## src/include/issue_cfg.svh

```systemverilog
/*
  Issue stage sizes. ISSUE_NR_ENTRIES must equal 2**ISSUE_TRANS_ID_BITS
  because the scoreboard slot index doubles as the transaction ID.
*/
`ifndef ISSUE_CFG_SVH
`define ISSUE_CFG_SVH

`define ISSUE_NR_ENTRIES    4
`define ISSUE_TRANS_ID_BITS 2
`define ISSUE_NR_WB_PORTS   2
`define ISSUE_XLEN          32

`endif

```

## src/issue_pkg.sv

```systemverilog
/*
  Types shared by the issue stage. Widths come from issue_cfg.svh.
  No floating point, no rs3, no exception fields.
*/
`include "issue_cfg.svh"

package issue_pkg;

    // Functional-unit class of an instruction
    typedef enum logic [2:0] {
        FU_NONE = 3'd0,
        FU_ALU  = 3'd1,
        FU_LSU  = 3'd2,
        FU_MULT = 3'd3,
        FU_CSR  = 3'd4
    } fu_t;

    typedef struct packed {
        fu_t                     fu;
        logic [7:0]              op;
        logic [4:0]              rd;
        logic [4:0]              rs1;
        logic [4:0]              rs2;
        logic                    use_imm;
        logic [`ISSUE_XLEN-1:0]  imm;
        logic [`ISSUE_XLEN-1:0]  pc;
    } sb_entry_t;

    // Scoreboard head as seen by the commit logic
    typedef struct packed {
        logic                    valid;
        sb_entry_t               instr;
        logic [`ISSUE_XLEN-1:0]  result;
    } commit_t;

    typedef struct packed {
        logic                    busy;
        logic                    fwd;
        logic [`ISSUE_XLEN-1:0]  value;
    } src_status_t;

    typedef struct packed {
        logic                            valid;
        logic [`ISSUE_TRANS_ID_BITS-1:0] trans_id;
        logic [`ISSUE_XLEN-1:0]          data;
    } wb_port_t;

    typedef struct packed {
        fu_t                             fu;
        logic [7:0]                      op;
        logic [`ISSUE_XLEN-1:0]          operand_a;
        logic [`ISSUE_XLEN-1:0]          operand_b;
        logic [`ISSUE_XLEN-1:0]          imm;
        logic [`ISSUE_TRANS_ID_BITS-1:0] trans_id;
        logic [`ISSUE_XLEN-1:0]          pc;
    } fu_data_t;

endpackage

```

## src/gpr_file.sv

```systemverilog
/*
  32 x 32 general-purpose registers, two asynchronous read ports.
  Written from the scoreboard head on commit acknowledge; x0 reads zero.
*/
`timescale 1ns/1ps
`include "issue_cfg.svh"

module gpr_file import issue_pkg::*; (
    input  logic                   clk_i,
    input  logic                   rst_i,
    input  logic [4:0]             raddr1_i,
    input  logic [4:0]             raddr2_i,
    output logic [`ISSUE_XLEN-1:0] rdata1_o,
    output logic [`ISSUE_XLEN-1:0] rdata2_o,
    input  commit_t                commit_i,
    input  logic                   commit_ack_i
);

    logic [`ISSUE_XLEN-1:0] regs_q [32];

    always_ff @(posedge clk_i) begin
        if (rst_i) begin
            for (int r = 0; r < 32; r++) begin
                regs_q[r] <= '0;
            end
        end else if (commit_ack_i && commit_i.valid && commit_i.instr.rd != 5'd0) begin
            regs_q[commit_i.instr.rd] <= commit_i.result;
        end
    end

    assign rdata1_o = (raddr1_i == 5'd0) ? '0 : regs_q[raddr1_i];
    assign rdata2_o = (raddr2_i == 5'd0) ? '0 : regs_q[raddr2_i];

endmodule

```

## src/scoreboard.sv

```systemverilog
/*
  Four-slot ring buffer of in-flight instructions.
  Slots are allocated, issued and committed strictly in order; write-back
  may arrive in any order, addressed by slot index.
  Results become forwardable the cycle after write-back.
*/
`timescale 1ns/1ps
`include "issue_cfg.svh"

module scoreboard import issue_pkg::*; (
    input  logic                                clk_i,
    input  logic                                rst_i,
    input  logic                                flush_i,
    input  logic                                alloc_i,
    input  sb_entry_t                           decoded_instr_i,
    output logic                                sb_full_o,
    output sb_entry_t                           issue_entry_o,
    output logic                                issue_entry_valid_o,
    output logic [`ISSUE_TRANS_ID_BITS-1:0]     issue_id_o,
    input  logic                                issue_fire_i,
    output src_status_t                         rs1_status_o,
    output src_status_t                         rs2_status_o,
    input  wb_port_t [`ISSUE_NR_WB_PORTS-1:0]   wb_i,
    output commit_t                             commit_o,
    input  logic                                commit_ack_i
);

    localparam int TB = `ISSUE_TRANS_ID_BITS;

    sb_entry_t              entry_q  [`ISSUE_NR_ENTRIES];
    logic [`ISSUE_XLEN-1:0] result_q [`ISSUE_NR_ENTRIES];
    logic [`ISSUE_NR_ENTRIES-1:0] valid_q;
    logic [`ISSUE_NR_ENTRIES-1:0] issued_q;
    logic [`ISSUE_NR_ENTRIES-1:0] done_q;
    logic [TB-1:0] commit_ptr_q;
    logic [TB-1:0] issue_ptr_q;
    logic [TB-1:0] alloc_ptr_q;
    logic [TB-1:0] n_older;

    // Youngest issued producer of rs among the entries older than the issue head
    function automatic src_status_t lookup(input logic [4:0] rs);
        src_status_t st;
        logic [TB-1:0] idx;
        st = '0;
        for (int i = 0; i < `ISSUE_NR_ENTRIES; i++) begin
            idx = commit_ptr_q + TB'(i);
            if (i < int'(n_older) && valid_q[idx] && issued_q[idx] &&
                rs != 5'd0 && entry_q[idx].rd == rs) begin
                st.busy  = ~done_q[idx];
                st.fwd   = done_q[idx];
                st.value = result_q[idx];
            end
        end
        return st;
    endfunction

    assign n_older   = issue_ptr_q - commit_ptr_q;
    assign sb_full_o = valid_q[alloc_ptr_q];

    assign issue_entry_o       = entry_q[issue_ptr_q];
    assign issue_entry_valid_o = valid_q[issue_ptr_q] & ~issued_q[issue_ptr_q];
    assign issue_id_o          = issue_ptr_q;

    assign commit_o.valid  = valid_q[commit_ptr_q] & done_q[commit_ptr_q];
    assign commit_o.instr  = entry_q[commit_ptr_q];
    assign commit_o.result = result_q[commit_ptr_q];

    always_comb begin
        rs1_status_o = lookup(issue_entry_o.rs1);
        rs2_status_o = lookup(issue_entry_o.rs2);
    end

    // --------------------
    // Slot state
    // --------------------
    always_ff @(posedge clk_i) begin
        if (rst_i || flush_i) begin
            valid_q      <= '0;
            issued_q     <= '0;
            done_q       <= '0;
            commit_ptr_q <= '0;
            issue_ptr_q  <= '0;
            alloc_ptr_q  <= '0;
        end else begin
            // Retire the head
            if (commit_ack_i && commit_o.valid) begin
                valid_q[commit_ptr_q]  <= 1'b0;
                issued_q[commit_ptr_q] <= 1'b0;
                done_q[commit_ptr_q]   <= 1'b0;
                commit_ptr_q           <= commit_ptr_q + 1'b1;
            end
            if (issue_fire_i) begin
                issued_q[issue_ptr_q] <= 1'b1;
                issue_ptr_q           <= issue_ptr_q + 1'b1;
            end
            for (int p = 0; p < `ISSUE_NR_WB_PORTS; p++) begin
                if (wb_i[p].valid) begin
                    done_q[wb_i[p].trans_id] <= 1'b1;
                end
            end
            // Only a free slot is ever allocated
            if (alloc_i) begin
                valid_q[alloc_ptr_q] <= 1'b1;
                alloc_ptr_q          <= alloc_ptr_q + 1'b1;
            end
        end
    end

    // Payload storage
    always_ff @(posedge clk_i) begin
        if (alloc_i) begin
            entry_q[alloc_ptr_q] <= decoded_instr_i;
        end
        for (int p = 0; p < `ISSUE_NR_WB_PORTS; p++) begin
            if (wb_i[p].valid) begin
                result_q[wb_i[p].trans_id] <= wb_i[p].data;
            end
        end
    end

endmodule

```

## src/operand_read.sv

```systemverilog
/*
  Operand selection for the issuing instruction.
  A forwarded scoreboard result wins over the register file.
  The unit bundle is registered on issue_fire_i and held otherwise.
*/
`timescale 1ns/1ps
`include "issue_cfg.svh"

module operand_read import issue_pkg::*; (
    input  logic                             clk_i,
    input  logic                             rst_i,
    input  logic                             flush_i,
    input  sb_entry_t                        issue_entry_i,
    input  logic [`ISSUE_TRANS_ID_BITS-1:0]  issue_id_i,
    input  logic                             issue_fire_i,
    input  src_status_t                      rs1_status_i,
    input  src_status_t                      rs2_status_i,
    output logic [4:0]                       rf_raddr1_o,
    output logic [4:0]                       rf_raddr2_o,
    input  logic [`ISSUE_XLEN-1:0]           rf_rdata1_i,
    input  logic [`ISSUE_XLEN-1:0]           rf_rdata2_i,
    output fu_data_t                         fu_data_o
);

    logic [`ISSUE_XLEN-1:0] operand_a;
    logic [`ISSUE_XLEN-1:0] rs2_value;
    logic [`ISSUE_XLEN-1:0] operand_b;
    fu_data_t               fu_data_q;

    assign rf_raddr1_o = issue_entry_i.rs1;
    assign rf_raddr2_o = issue_entry_i.rs2;

    // --------------------
    // Operand muxes
    // --------------------
    assign operand_a = rs1_status_i.fwd ? rs1_status_i.value : rf_rdata1_i;
    assign rs2_value = rs2_status_i.fwd ? rs2_status_i.value : rf_rdata2_i;
    assign operand_b = issue_entry_i.use_imm ? issue_entry_i.imm : rs2_value;

    // Unit class is cleared so a stale bundle never looks like a live op
    always_ff @(posedge clk_i) begin
        if (rst_i || flush_i) begin
            fu_data_q.fu <= FU_NONE;
        end else if (issue_fire_i) begin
            fu_data_q.fu <= issue_entry_i.fu;
        end
    end

    always_ff @(posedge clk_i) begin
        if (issue_fire_i) begin
            fu_data_q.op        <= issue_entry_i.op;
            fu_data_q.operand_a <= operand_a;
            fu_data_q.operand_b <= operand_b;
            fu_data_q.imm       <= issue_entry_i.imm;
            fu_data_q.trans_id  <= issue_id_i;
            fu_data_q.pc        <= issue_entry_i.pc;
        end
    end

    assign fu_data_o = fu_data_q;

endmodule

```

## src/issue_ctrl.sv

```systemverilog
/*
  Issue decision for the head of the unissued queue.
  ALU, MULT and CSR share flu_ready_i. Unit valid strobes are registered,
  so they follow issue_fire_o by one cycle.
*/
`timescale 1ns/1ps

module issue_ctrl import issue_pkg::*; (
    input  logic        clk_i,
    input  logic        rst_i,
    input  logic        flush_i,
    input  logic        decoded_valid_i,
    input  logic        sb_full_i,
    output logic        alloc_o,
    input  sb_entry_t   issue_entry_i,
    input  logic        issue_entry_valid_i,
    input  src_status_t rs1_status_i,
    input  src_status_t rs2_status_i,
    input  logic        flu_ready_i,
    input  logic        lsu_ready_i,
    output logic        issue_fire_o,
    output logic        alu_valid_o,
    output logic        lsu_valid_o,
    output logic        mult_valid_o,
    output logic        csr_valid_o,
    output logic        stall_issue_o
);

    logic unit_ready;
    logic srcs_ready;

    // Accept from the decoder while a slot is free
    assign alloc_o = decoded_valid_i & ~sb_full_i & ~flush_i;

    // --------------------
    // Issue decision
    // --------------------
    always_comb begin
        case (issue_entry_i.fu)
            FU_LSU:  unit_ready = lsu_ready_i;
            // ALU, MULT and CSR share one ready; FU_NONE raises no strobe
            default: unit_ready = flu_ready_i;
        endcase
    end

    assign srcs_ready   = ~rs1_status_i.busy & ~rs2_status_i.busy;
    assign issue_fire_o = issue_entry_valid_i & srcs_ready & unit_ready & ~flush_i;

    // Head is present but held back by a busy source or a unit
    assign stall_issue_o = issue_entry_valid_i & ~issue_fire_o & ~flush_i;

    // --------------------
    // Unit strobes
    // --------------------
    always_ff @(posedge clk_i) begin
        if (rst_i || flush_i) begin
            alu_valid_o  <= 1'b0;
            lsu_valid_o  <= 1'b0;
            mult_valid_o <= 1'b0;
            csr_valid_o  <= 1'b0;
        end else begin
            alu_valid_o  <= issue_fire_o & (issue_entry_i.fu == FU_ALU);
            lsu_valid_o  <= issue_fire_o & (issue_entry_i.fu == FU_LSU);
            mult_valid_o <= issue_fire_o & (issue_entry_i.fu == FU_MULT);
            csr_valid_o  <= issue_fire_o & (issue_entry_i.fu == FU_CSR);
        end
    end

endmodule

```

## src/issue_stage.sv

```systemverilog
/*
  In-order issue stage with a four-entry scoreboard.
  One issue per cycle, one commit port, two write-back ports.
  Write-back trans_id is the scoreboard slot index.
  commit_ack_i is only legal while commit_o.valid is high.
*/
`timescale 1ns/1ps
`include "issue_cfg.svh"

module issue_stage import issue_pkg::*; (
    input  logic                                clk_i,
    input  logic                                rst_i,
    input  logic                                flush_i,
    // Decoder side
    input  sb_entry_t                           decoded_instr_i,
    input  logic                                decoded_valid_i,
    output logic                                decoded_ack_o,
    output logic                                sb_full_o,
    // Functional units
    input  logic                                flu_ready_i,
    input  logic                                lsu_ready_i,
    output fu_data_t                            fu_data_o,
    output logic                                alu_valid_o,
    output logic                                lsu_valid_o,
    output logic                                mult_valid_o,
    output logic                                csr_valid_o,
    output logic                                stall_issue_o,
    // Write-back and commit
    input  wb_port_t [`ISSUE_NR_WB_PORTS-1:0]   wb_i,
    output commit_t                             commit_o,
    input  logic                                commit_ack_i
);

    // --------------------
    // Internal wiring
    // --------------------
    sb_entry_t                        issue_entry;
    logic                             issue_entry_valid;
    logic [`ISSUE_TRANS_ID_BITS-1:0]  issue_id;
    src_status_t                      rs1_status;
    src_status_t                      rs2_status;
    logic                             issue_fire;
    logic                             alloc;
    logic [4:0]                       rf_raddr1;
    logic [4:0]                       rf_raddr2;
    logic [`ISSUE_XLEN-1:0]           rf_rdata1;
    logic [`ISSUE_XLEN-1:0]           rf_rdata2;

    assign decoded_ack_o = alloc;

    issue_ctrl u_issue_ctrl (
        .clk_i               ( clk_i             ),
        .rst_i               ( rst_i             ),
        .flush_i             ( flush_i           ),
        .decoded_valid_i     ( decoded_valid_i   ),
        .sb_full_i           ( sb_full_o         ),
        .alloc_o             ( alloc             ),
        .issue_entry_i       ( issue_entry       ),
        .issue_entry_valid_i ( issue_entry_valid ),
        .rs1_status_i        ( rs1_status        ),
        .rs2_status_i        ( rs2_status        ),
        .flu_ready_i         ( flu_ready_i       ),
        .lsu_ready_i         ( lsu_ready_i       ),
        .issue_fire_o        ( issue_fire        ),
        .alu_valid_o         ( alu_valid_o       ),
        .lsu_valid_o         ( lsu_valid_o       ),
        .mult_valid_o        ( mult_valid_o      ),
        .csr_valid_o         ( csr_valid_o       ),
        .stall_issue_o       ( stall_issue_o     )
    );

    scoreboard u_scoreboard (
        .clk_i               ( clk_i             ),
        .rst_i               ( rst_i             ),
        .flush_i             ( flush_i           ),
        .alloc_i             ( alloc             ),
        .decoded_instr_i     ( decoded_instr_i   ),
        .sb_full_o           ( sb_full_o         ),
        .issue_entry_o       ( issue_entry       ),
        .issue_entry_valid_o ( issue_entry_valid ),
        .issue_id_o          ( issue_id          ),
        .issue_fire_i        ( issue_fire        ),
        .rs1_status_o        ( rs1_status        ),
        .rs2_status_o        ( rs2_status        ),
        .wb_i                ( wb_i              ),
        .commit_o            ( commit_o          ),
        .commit_ack_i        ( commit_ack_i      )
    );

    operand_read u_operand_read (
        .clk_i         ( clk_i       ),
        .rst_i         ( rst_i       ),
        .flush_i       ( flush_i     ),
        .issue_entry_i ( issue_entry ),
        .issue_id_i    ( issue_id    ),
        .issue_fire_i  ( issue_fire  ),
        .rs1_status_i  ( rs1_status  ),
        .rs2_status_i  ( rs2_status  ),
        .rf_raddr1_o   ( rf_raddr1   ),
        .rf_raddr2_o   ( rf_raddr2   ),
        .rf_rdata1_i   ( rf_rdata1   ),
        .rf_rdata2_i   ( rf_rdata2   ),
        .fu_data_o     ( fu_data_o   )
    );

    gpr_file u_gpr_file (
        .clk_i        ( clk_i        ),
        .rst_i        ( rst_i        ),
        .raddr1_i     ( rf_raddr1    ),
        .raddr2_i     ( rf_raddr2    ),
        .rdata1_o     ( rf_rdata1    ),
        .rdata2_o     ( rf_rdata2    ),
        .commit_i     ( commit_o     ),
        .commit_ack_i ( commit_ack_i )
    );

endmodule

```

## config.mk

```make
export PLATFORM = sky130hd
export DESIGN_NAME = issue_stage
export DESIGN_NICKNAME = d
export VERILOG_FILES = /design/src/issue_pkg.sv /design/src/gpr_file.sv /design/src/scoreboard.sv /design/src/operand_read.sv /design/src/issue_ctrl.sv /design/src/issue_stage.sv
export VERILOG_INCLUDE_DIRS = /design/src /design/src/include
export SDC_FILE = /design/constraint.sdc
export NUM_CORES = 2
export LEC_CHECK = 0
export BUFFER_PORTS_ARGS = -buffer_cell sky130_fd_sc_hd__buf_2
export CORE_MARGIN = 2
export CORE_UTILIZATION = 50
export CTS_BUF_LIST = sky130_fd_sc_hd__clkbuf_8
export CTS_CLUSTER_DIAMETER = 60
export CTS_CLUSTER_SIZE = 8
export DETAILED_ROUTE_END_ITERATION = 8
export PLACE_DENSITY = 0.72
export SETUP_SLACK_MARGIN = 0.1
export SYNTH_ARGS = -nofsm -noshare
export SYNTH_HDL_FRONTEND = slang
export SYNTH_SLANG_ARGS = --single-unit
export TNS_END_PERCENT = 10
```

## constraint.sdc

```tcl
create_clock -name clk_i -period 11.8 [get_ports clk_i]
set_input_delay 0 -clock clk_i [delete_from_list [all_inputs] [get_ports clk_i]]
set_output_delay 0 -clock clk_i [all_outputs]
set_load 0.05 [all_outputs]
```

Word-level counts from Yosys, hierarchy flattened
Memory sizes are Yosys's and may differ from the RTL's. A register that Yosys moved wholly into a read port is not among the register bits.
Cells that the tools add are included.
- RAM bits: 1516
- word-level logic and storage cells: 190
- bits of input ports: 168
- memories kept: 3
- flip-flop bits (word level): 163
- output and inout port bits: 272
- memories (memory ; depth ; width ; rd ports ; clocked after Yosys merged registers in ; wr ports ; line ; source):
    u_gpr_file.regs_q ; 32 ; 32 ; 2 ; 0 ; 32 ; gpr_file.sv:19 ; logic [`ISSUE_XLEN-1:0] regs_q [32];
    u_scoreboard.entry_q ; 4 ; 91 ; 4 ; 2 ; 1 ; scoreboard.sv:30 ; sb_entry_t entry_q [`ISSUE_NR_ENTRIES];
    u_scoreboard.result_q ; 4 ; 32 ; 3 ; 1 ; 2 ; scoreboard.sv:31 ; logic [`ISSUE_XLEN-1:0] result_q [`ISSUE_NR_ENTRIES];
- $lt $le $gt $ge: 15
- multiplexer cells: 77
- add/subtract/negate cells: 5
- equality and inequality tests: 10
- bitwise logic cells: 31
- reduce and logical (&&, ||, !) cells: 32
- operators by type and width (kind ; number):
    $mux W34 ; 6
    $mux W32 ; 6
    $mux W4 ; 11
    $reduce_or A32 Y1 ; 1
    $eq A5 B5 Y1 ; 6
    $mux W1 ; 30
    $logic_and A1 B1 Y1 ; 25
    $bmux W1 S2 ; 12
    $lt A2 B3 Y1 const B ; 7
    $or A4 B4 Y4 ; 4
    $reduce_bool A5 Y1 ; 3
    $and A1 B1 Y1 ; 14
    $and A4 B4 Y4 ; 3
    $mux W2 ; 6
    $demux W1 S2 ; 5
    $ge A2 B1 Y1 const B ; 5
    $logic_not A5 Y1 ; 2
    $not A1 Y1 ; 9
    $add A2 B1 Y2 const B ; 3
    $eq A3 B2 Y1 const B ; 2
    $mux W5 ; 1
    $lt A1 B2 Y1 const A ; 2
    $not A4 Y4 ; 1
    $eq A3 B1 Y1 const B ; 1
    other kinds (5) ; 5

Longest topological paths before layout
- depth in word-level cells: 17
- depth in mapped cells: 20
- depth with buffers taken out: 11

Hierarchy
From an unflattened synthesis, not the netlist that was laid out.
- cell total of the unflattened synthesis: 5331
- area total of the unflattened synthesis: 86471.7 µm²
- modules (own cells, without submodules) (module ; area an instance (µm²) ; cells each ; times used ; sequential area each (µm²)):
    gpr_file ; 54247.0 ; 3520 ; 1 ; 30749.5
    scoreboard ; 26434.1 ; 1490 ; 1 ; 15214.6
    operand_read ; 5582.9 ; 300 ; 1 ; 4204.0
    issue_ctrl ; 207.7 ; 21 ; 1 ; 80.1

Worst setup path before layout
Ideal clock, no wire load.
- path type: register to output
- from: register u_scoreboard.commit_ptr_q[0]
- to: output port stall_issue_o
- path buffers: 8
- path slack: 5477 ps
- stages on the path, launching flop included: 20
- data required time: 11800 ps
- arrival time: 6323 ps
- cells stage by stage: dfxtp_1 > buf_2 > buf_2 > buf_2 > buf_1 > clkbuf_1 > inv_1 > ha_1 > buf_1 > mux4_2 > xor2_1 > or4_1 > nor4b_1 > clkbuf_1 > nor3_1 > o21a_1 > or2_1 > buf_6 > inv_4 > nor2_1
- longest elaborated chain between the ends: 17
- elaborated cells between the ends (all ways): 65
- classes of those cells: add/sub: 3; order compare: 3; eq/ne: 4; mux: 24; bitwise: 12; reduce/logical: 18; memory: 1
- ends and longest elaborated chain (what ; line ; source):
    start: declaration ; scoreboard.sv:35 ; logic [TB-1:0] commit_ptr_q;
    start signal: assignment ; scoreboard.sv:90 ; commit_ptr_q <= commit_ptr_q + 1'b1;
    $sub A2 B2 Y2, or another cell as far along ; scoreboard.sv:57 ; assign n_older = issue_ptr_q - commit_ptr_q;
    $lt A1 B2 Y1, or another cell as far along ; scoreboard.sv:47 ; if (i < int'(n_older) && valid_q[idx] && issued_q[idx] &&
    $logic_and A1 B1 Y1 / $mux W1 (equally long branches) ; scoreboard.sv:47 ;
    $logic_and A1 B1 Y1 (2 in a row) ; scoreboard.sv:47 ;
    $logic_and A1 B1 Y1, on equally long branches ; scoreboard.sv:48, scoreboard.sv:47 ;
    $mux W34 / $logic_and A1 B1 Y1 (equally long branches) ; scoreboard.sv:47, scoreboard.sv:48 ;
    $mux W34 (2 in a row) ; scoreboard.sv:47 ;
    $not A1 Y1 ; issue_ctrl.sv:46 ; assign srcs_ready = ~rs1_status_i.busy & ~rs2_status_i.busy;
    $and A1 B1 Y1 (*) ; issue_ctrl.sv:46 ;
    $and A1 B1 Y1 (*) (3 in a row) ; issue_ctrl.sv:47 ; assign issue_fire_o = issue_entry_valid_i & srcs_ready & unit_ready & ~flush_i;
    via issue_fire ; issue_stage.sv:42 ; logic issue_fire;
    $not A1 Y1 (*) ; issue_ctrl.sv:50 ; assign stall_issue_o = issue_entry_valid_i & ~issue_fire_o & ~flush_i;
    $and A1 B1 Y1 (*) (2 in a row) ; issue_ctrl.sv:50 ;
    end: declaration ; issue_stage.sv:27 ; output logic stall_issue_o,
The timed path passes the listed nets; every way through them passes the cells marked *. The select of a mux whose other input is x is not followed.

==> results.py <==
metrics = {
    "worst_setup_path": {
        "r2r_cells": 12,
        "crit_fanout": 74,
        "cp-start-kind": "flop",
        "end_kind": "flop",
        "worstPathArrival_ns": 7.82,
        "worstPathRequired_ns": 12.40,
        "reg2reg_to": "u_operand_read.fu_data_o[26]",
        "r2r_slack_ns": 4.58,
        "setup.worst_path.class": "flop to flop",
    },
    "clock_network": {
        "htreeDepth": 4,
        "clk_path_buf_depth": 3,
        "clk_latency_ns": 1.07,
        "clkTransAtPathRegs_ns": 0.07,
        "cts_buffers": 230,
        "cts_tree": "yes",
        "cts_sinks": 1683,
        "ctsRootBufferMaster": "clkbuf_8",
        "cts_resized": 0,
    },
    "run": {
        "drv_cap": 3,
    },
    "global_route": {
        "grt_util_all_layers": 0.359,
        "gr-total-overflow": 0,
        "antenna_found_initial": 36,
        "grt_pass1_wl_mm": 447,
        "grt_pass1_vias": 63500,
        "grt_max_degree": 160,
    },
    "logic_synthesis": {
        "synth-seq-area-share": 0.591,
        "synth_cell_types": 60,
        "syn_area_per_cell_sq_um": 12.9,
        "synth_area_sq_um": 85000,
        "yosysWarnings": 0,
        "synth_flop_cell": "edfxtp_1",
        "synth_seq_cells": 1683,
        "async_flop_share": 0,
        "syn_inst": 6590,
        "synth_enable_flop_cells": 1654,
    },
    "timing": {
        "hold_viol": 0,
        "min_period_ns": 7.22,
        "worst_pin_slew_ns": 1.62,
        "finalSetupViolations": 0,
        "slew_headroom": -0.0907,
        "rsz0062_at_grt": "no",
        "holdWs_ns": 0.284,
        "final.period_utilization": 0.611,
        "slew_violations": 5,
        "fmax_mhz": 139,
        "clock_skew_ns": 0.122,
        "tns_ns": 0,
    },
    "layout": {
        "areaGrowthSynthToFinish_pct": 14.0,
        "drive_above_1_share": 0.218,
        "layoutNonFillerInstCount": 9456,
        "final_cell_area_sq_um": 96900,
        "fin_nets": 7354,
    },
    "detailed_routing": {
        "drtPass1Iterations": 7,
        "drt-initial-drc-count": 12000,
        "vias": 66500,
        "vias_per_cell": 7.03,
        "wl_mm": 318,
        "routedWlPerCell_um": 33.6,
        "drc_errors": 0,
        "postRouteAntennaNets": 0,
    },
    "die": {
        "die_area_sq_um": 173000,
        "core_sq_um": 169000,
        "ioPinCount": 440,
        "die_w_um": 416,
        "initial_core_util": 0.503,
        "rows": 151,
        "die_h_um": 416,
    },
    "hold_path": {
        "hp-class": "input pin to flop",
        "worstHoldEndpoint": "u_gpr_file.regs_q[0][16]",
        "hold_depth": 3,
        "worstHoldStart": "rst_i",
    },
    "placement": {
        "dpl.cell_count": 8794,
        "io_buffers": 439,
        "gp_congestion": 0.969,
        "placedInstanceArea_sq_um": 89600,
        "dp_hpwl_mm": 187,
    },
    "power_and_ir_drop": {
        "leakage_nw": 33.8,
        "ir_drop_mv": 0.132,
        "p_per_area_nw_per_um2": 128,
    },
    "outcome": {
        "status": "finished with violations",
        "violations": "capacitance limit, slew limit",
    },
}
-- cell usage after synthesis (all sizes together) (70+ instances only) --
master / n / area share
a21oi: 111 / 0.0065
clkbuf: 558 / 0.025
nor2b: 236 / 0.017
mux2: 170 / 0.023
o221ai: 95 / 0.0098
edfxtp: 1654 / 0.58
nand2: 660 / 0.029
o21ai: 138 / 0.0081
a311oi: 234 / 0.024
nor2: 1024 / 0.045
mux4: 402 / 0.11
buf: 100 / 0.0051
nand2b: 70 / 0.0052
a211oi: 236 / 0.021
mux2i: 347 / 0.041
-- through the flow --
step / total power, mW / utilization / setup slack (ns)
3_5_place_dp: 8.31 / 0.530 / 4.76
3_3_place_gp: 8.28 / 0.530 / 4.85
4_1_cts: 12.3 / 0.573 / 4.60
5_1_grt: 12.7 / 0.573 / 4.27
6_report: 12.4 / 0.573 / 4.58
2_1_floorplan: 7.76 / - / 5.48
-- final cells by class --
type	count	area, sq um
Inverter	43	166
Sequential cell	1683	50300
Timing Repair Buffer	978	7230
Clock inverter	45	397
Fill cell	13000	72200
Clock buffer	232	3190
Tap cell	2218	2780
Multi-Input combinational cell	4237	32800
Antenna cell	20	50.0
-- metal layers --
metal  global-route usage  part of all wire
met4                0.248             0.082
met5                    0           0.00048
met1                0.454              0.33
met3                0.130              0.16
met2                0.514              0.43
-- cell families (layout without fill, tap and decap cells) --
kind of cell               count (synthesis)  count (layout)  synth area share
AOI/OAI and AO/OA                       1056            1056            0.0912
muxes                                    919             919             0.170
buffers and inverters                    701            1298            0.0317
adders and majority gates                 13              13           0.00191
other                                      1              52         0.0000441
and+or+nand+nor                         2183            2183             0.110
DFF                                     1683            1683             0.591
xor gates and xnor gates                  34              34           0.00350
-- layout by cell type, fill, tap and decap left out, drive strengths merged, types with 5 or more instances in the layout --
cell type / n
o22ai: 62
and3: 11
mux2: 170
diode: 20
clkinv: 6
xor2: 16
a31oi: 35
nor2b: 236
nand4: 5
mux4: 402
mux2i: 347
and2: 7
inv: 81
a211oi: 236
o211ai: 65
or2: 7
o221ai: 95
xnor2: 18
dlygate4sd3: 365
nor2: 1024
dfxtp: 29
nand2: 660
conb: 32
edfxtp: 1654
nor4: 62
o31ai: 30
buf: 613
ha: 13
nor3: 39
o21ai: 138
a311oi: 234
nand2b: 70
a21oi: 111
clkbuf: 232
nand3: 42
o221a: 32
-- power by group --
group | total (mW) | internal, mW | switching, mW
Combinational | 1.52 | 0.480 | 1.04
Clock | 4.05 | 1.79 | 2.26
Sequential | 6.87 | 6.76 | 0.111
-- sequential cells by signal, summed over array words and instances, names as in the netlist, named ones only --
name and count:
u_scoreboard.issued_q 4, u_issue_ctrl.csr_valid_o 1, u_gpr_file.regs_q 1024, u_issue_ctrl.mult_valid_o 1
u_scoreboard.valid_q 4, u_scoreboard.entry_q 364, u_operand_read.fu_data_o 141, u_scoreboard.commit_ptr_q 2
u_scoreboard.done_q 4, u_scoreboard.result_q 128, u_issue_ctrl.alu_valid_o 1, u_scoreboard.issue_id_o 2
u_scoreboard.alloc_ptr_q 2, u_issue_ctrl.lsu_valid_o 1
-- worst max-delay path: stages, from the launching register on --
cell and delay, ns:
dfxtp_4 0.99, buf_4 0.70, mux4_2 0.50, or2_1 0.26
buf_4 0.35, nor4_1 0.70, or4b_2 0.24, buf_4 0.49
a21o_1 0.23, o311ai_4 0.11, or2_1 0.43, inv_6 0.61
buf_4 0.96
-- how the worst max path moves through the flow --
stage	end	depth (start not counted)	slack (ns)
after floorplan	stall_issue_o	19	5.48
after global placement	u_operand_read.fu_data_o[25]	12	4.85
after detailed placement	u_operand_read.fu_data_o[25]	12	4.76
after CTS	stall_issue_o	13	4.60
after global routing	u_operand_read.fu_data_o[26]	12	4.27
final	u_operand_read.fu_data_o[26]	12	4.58
-- repair_timing --
| action | 4_1_cts | 5_1_grt |
|---|---|---|
| hold buffers | 365 | 0 |
| buffers inserted | 0 | 0 |
| setup endpoints to repair | 0 | 0 |
| hold endpoints to repair | 792 | 0 |
Power figures use the tool's default switching activity.
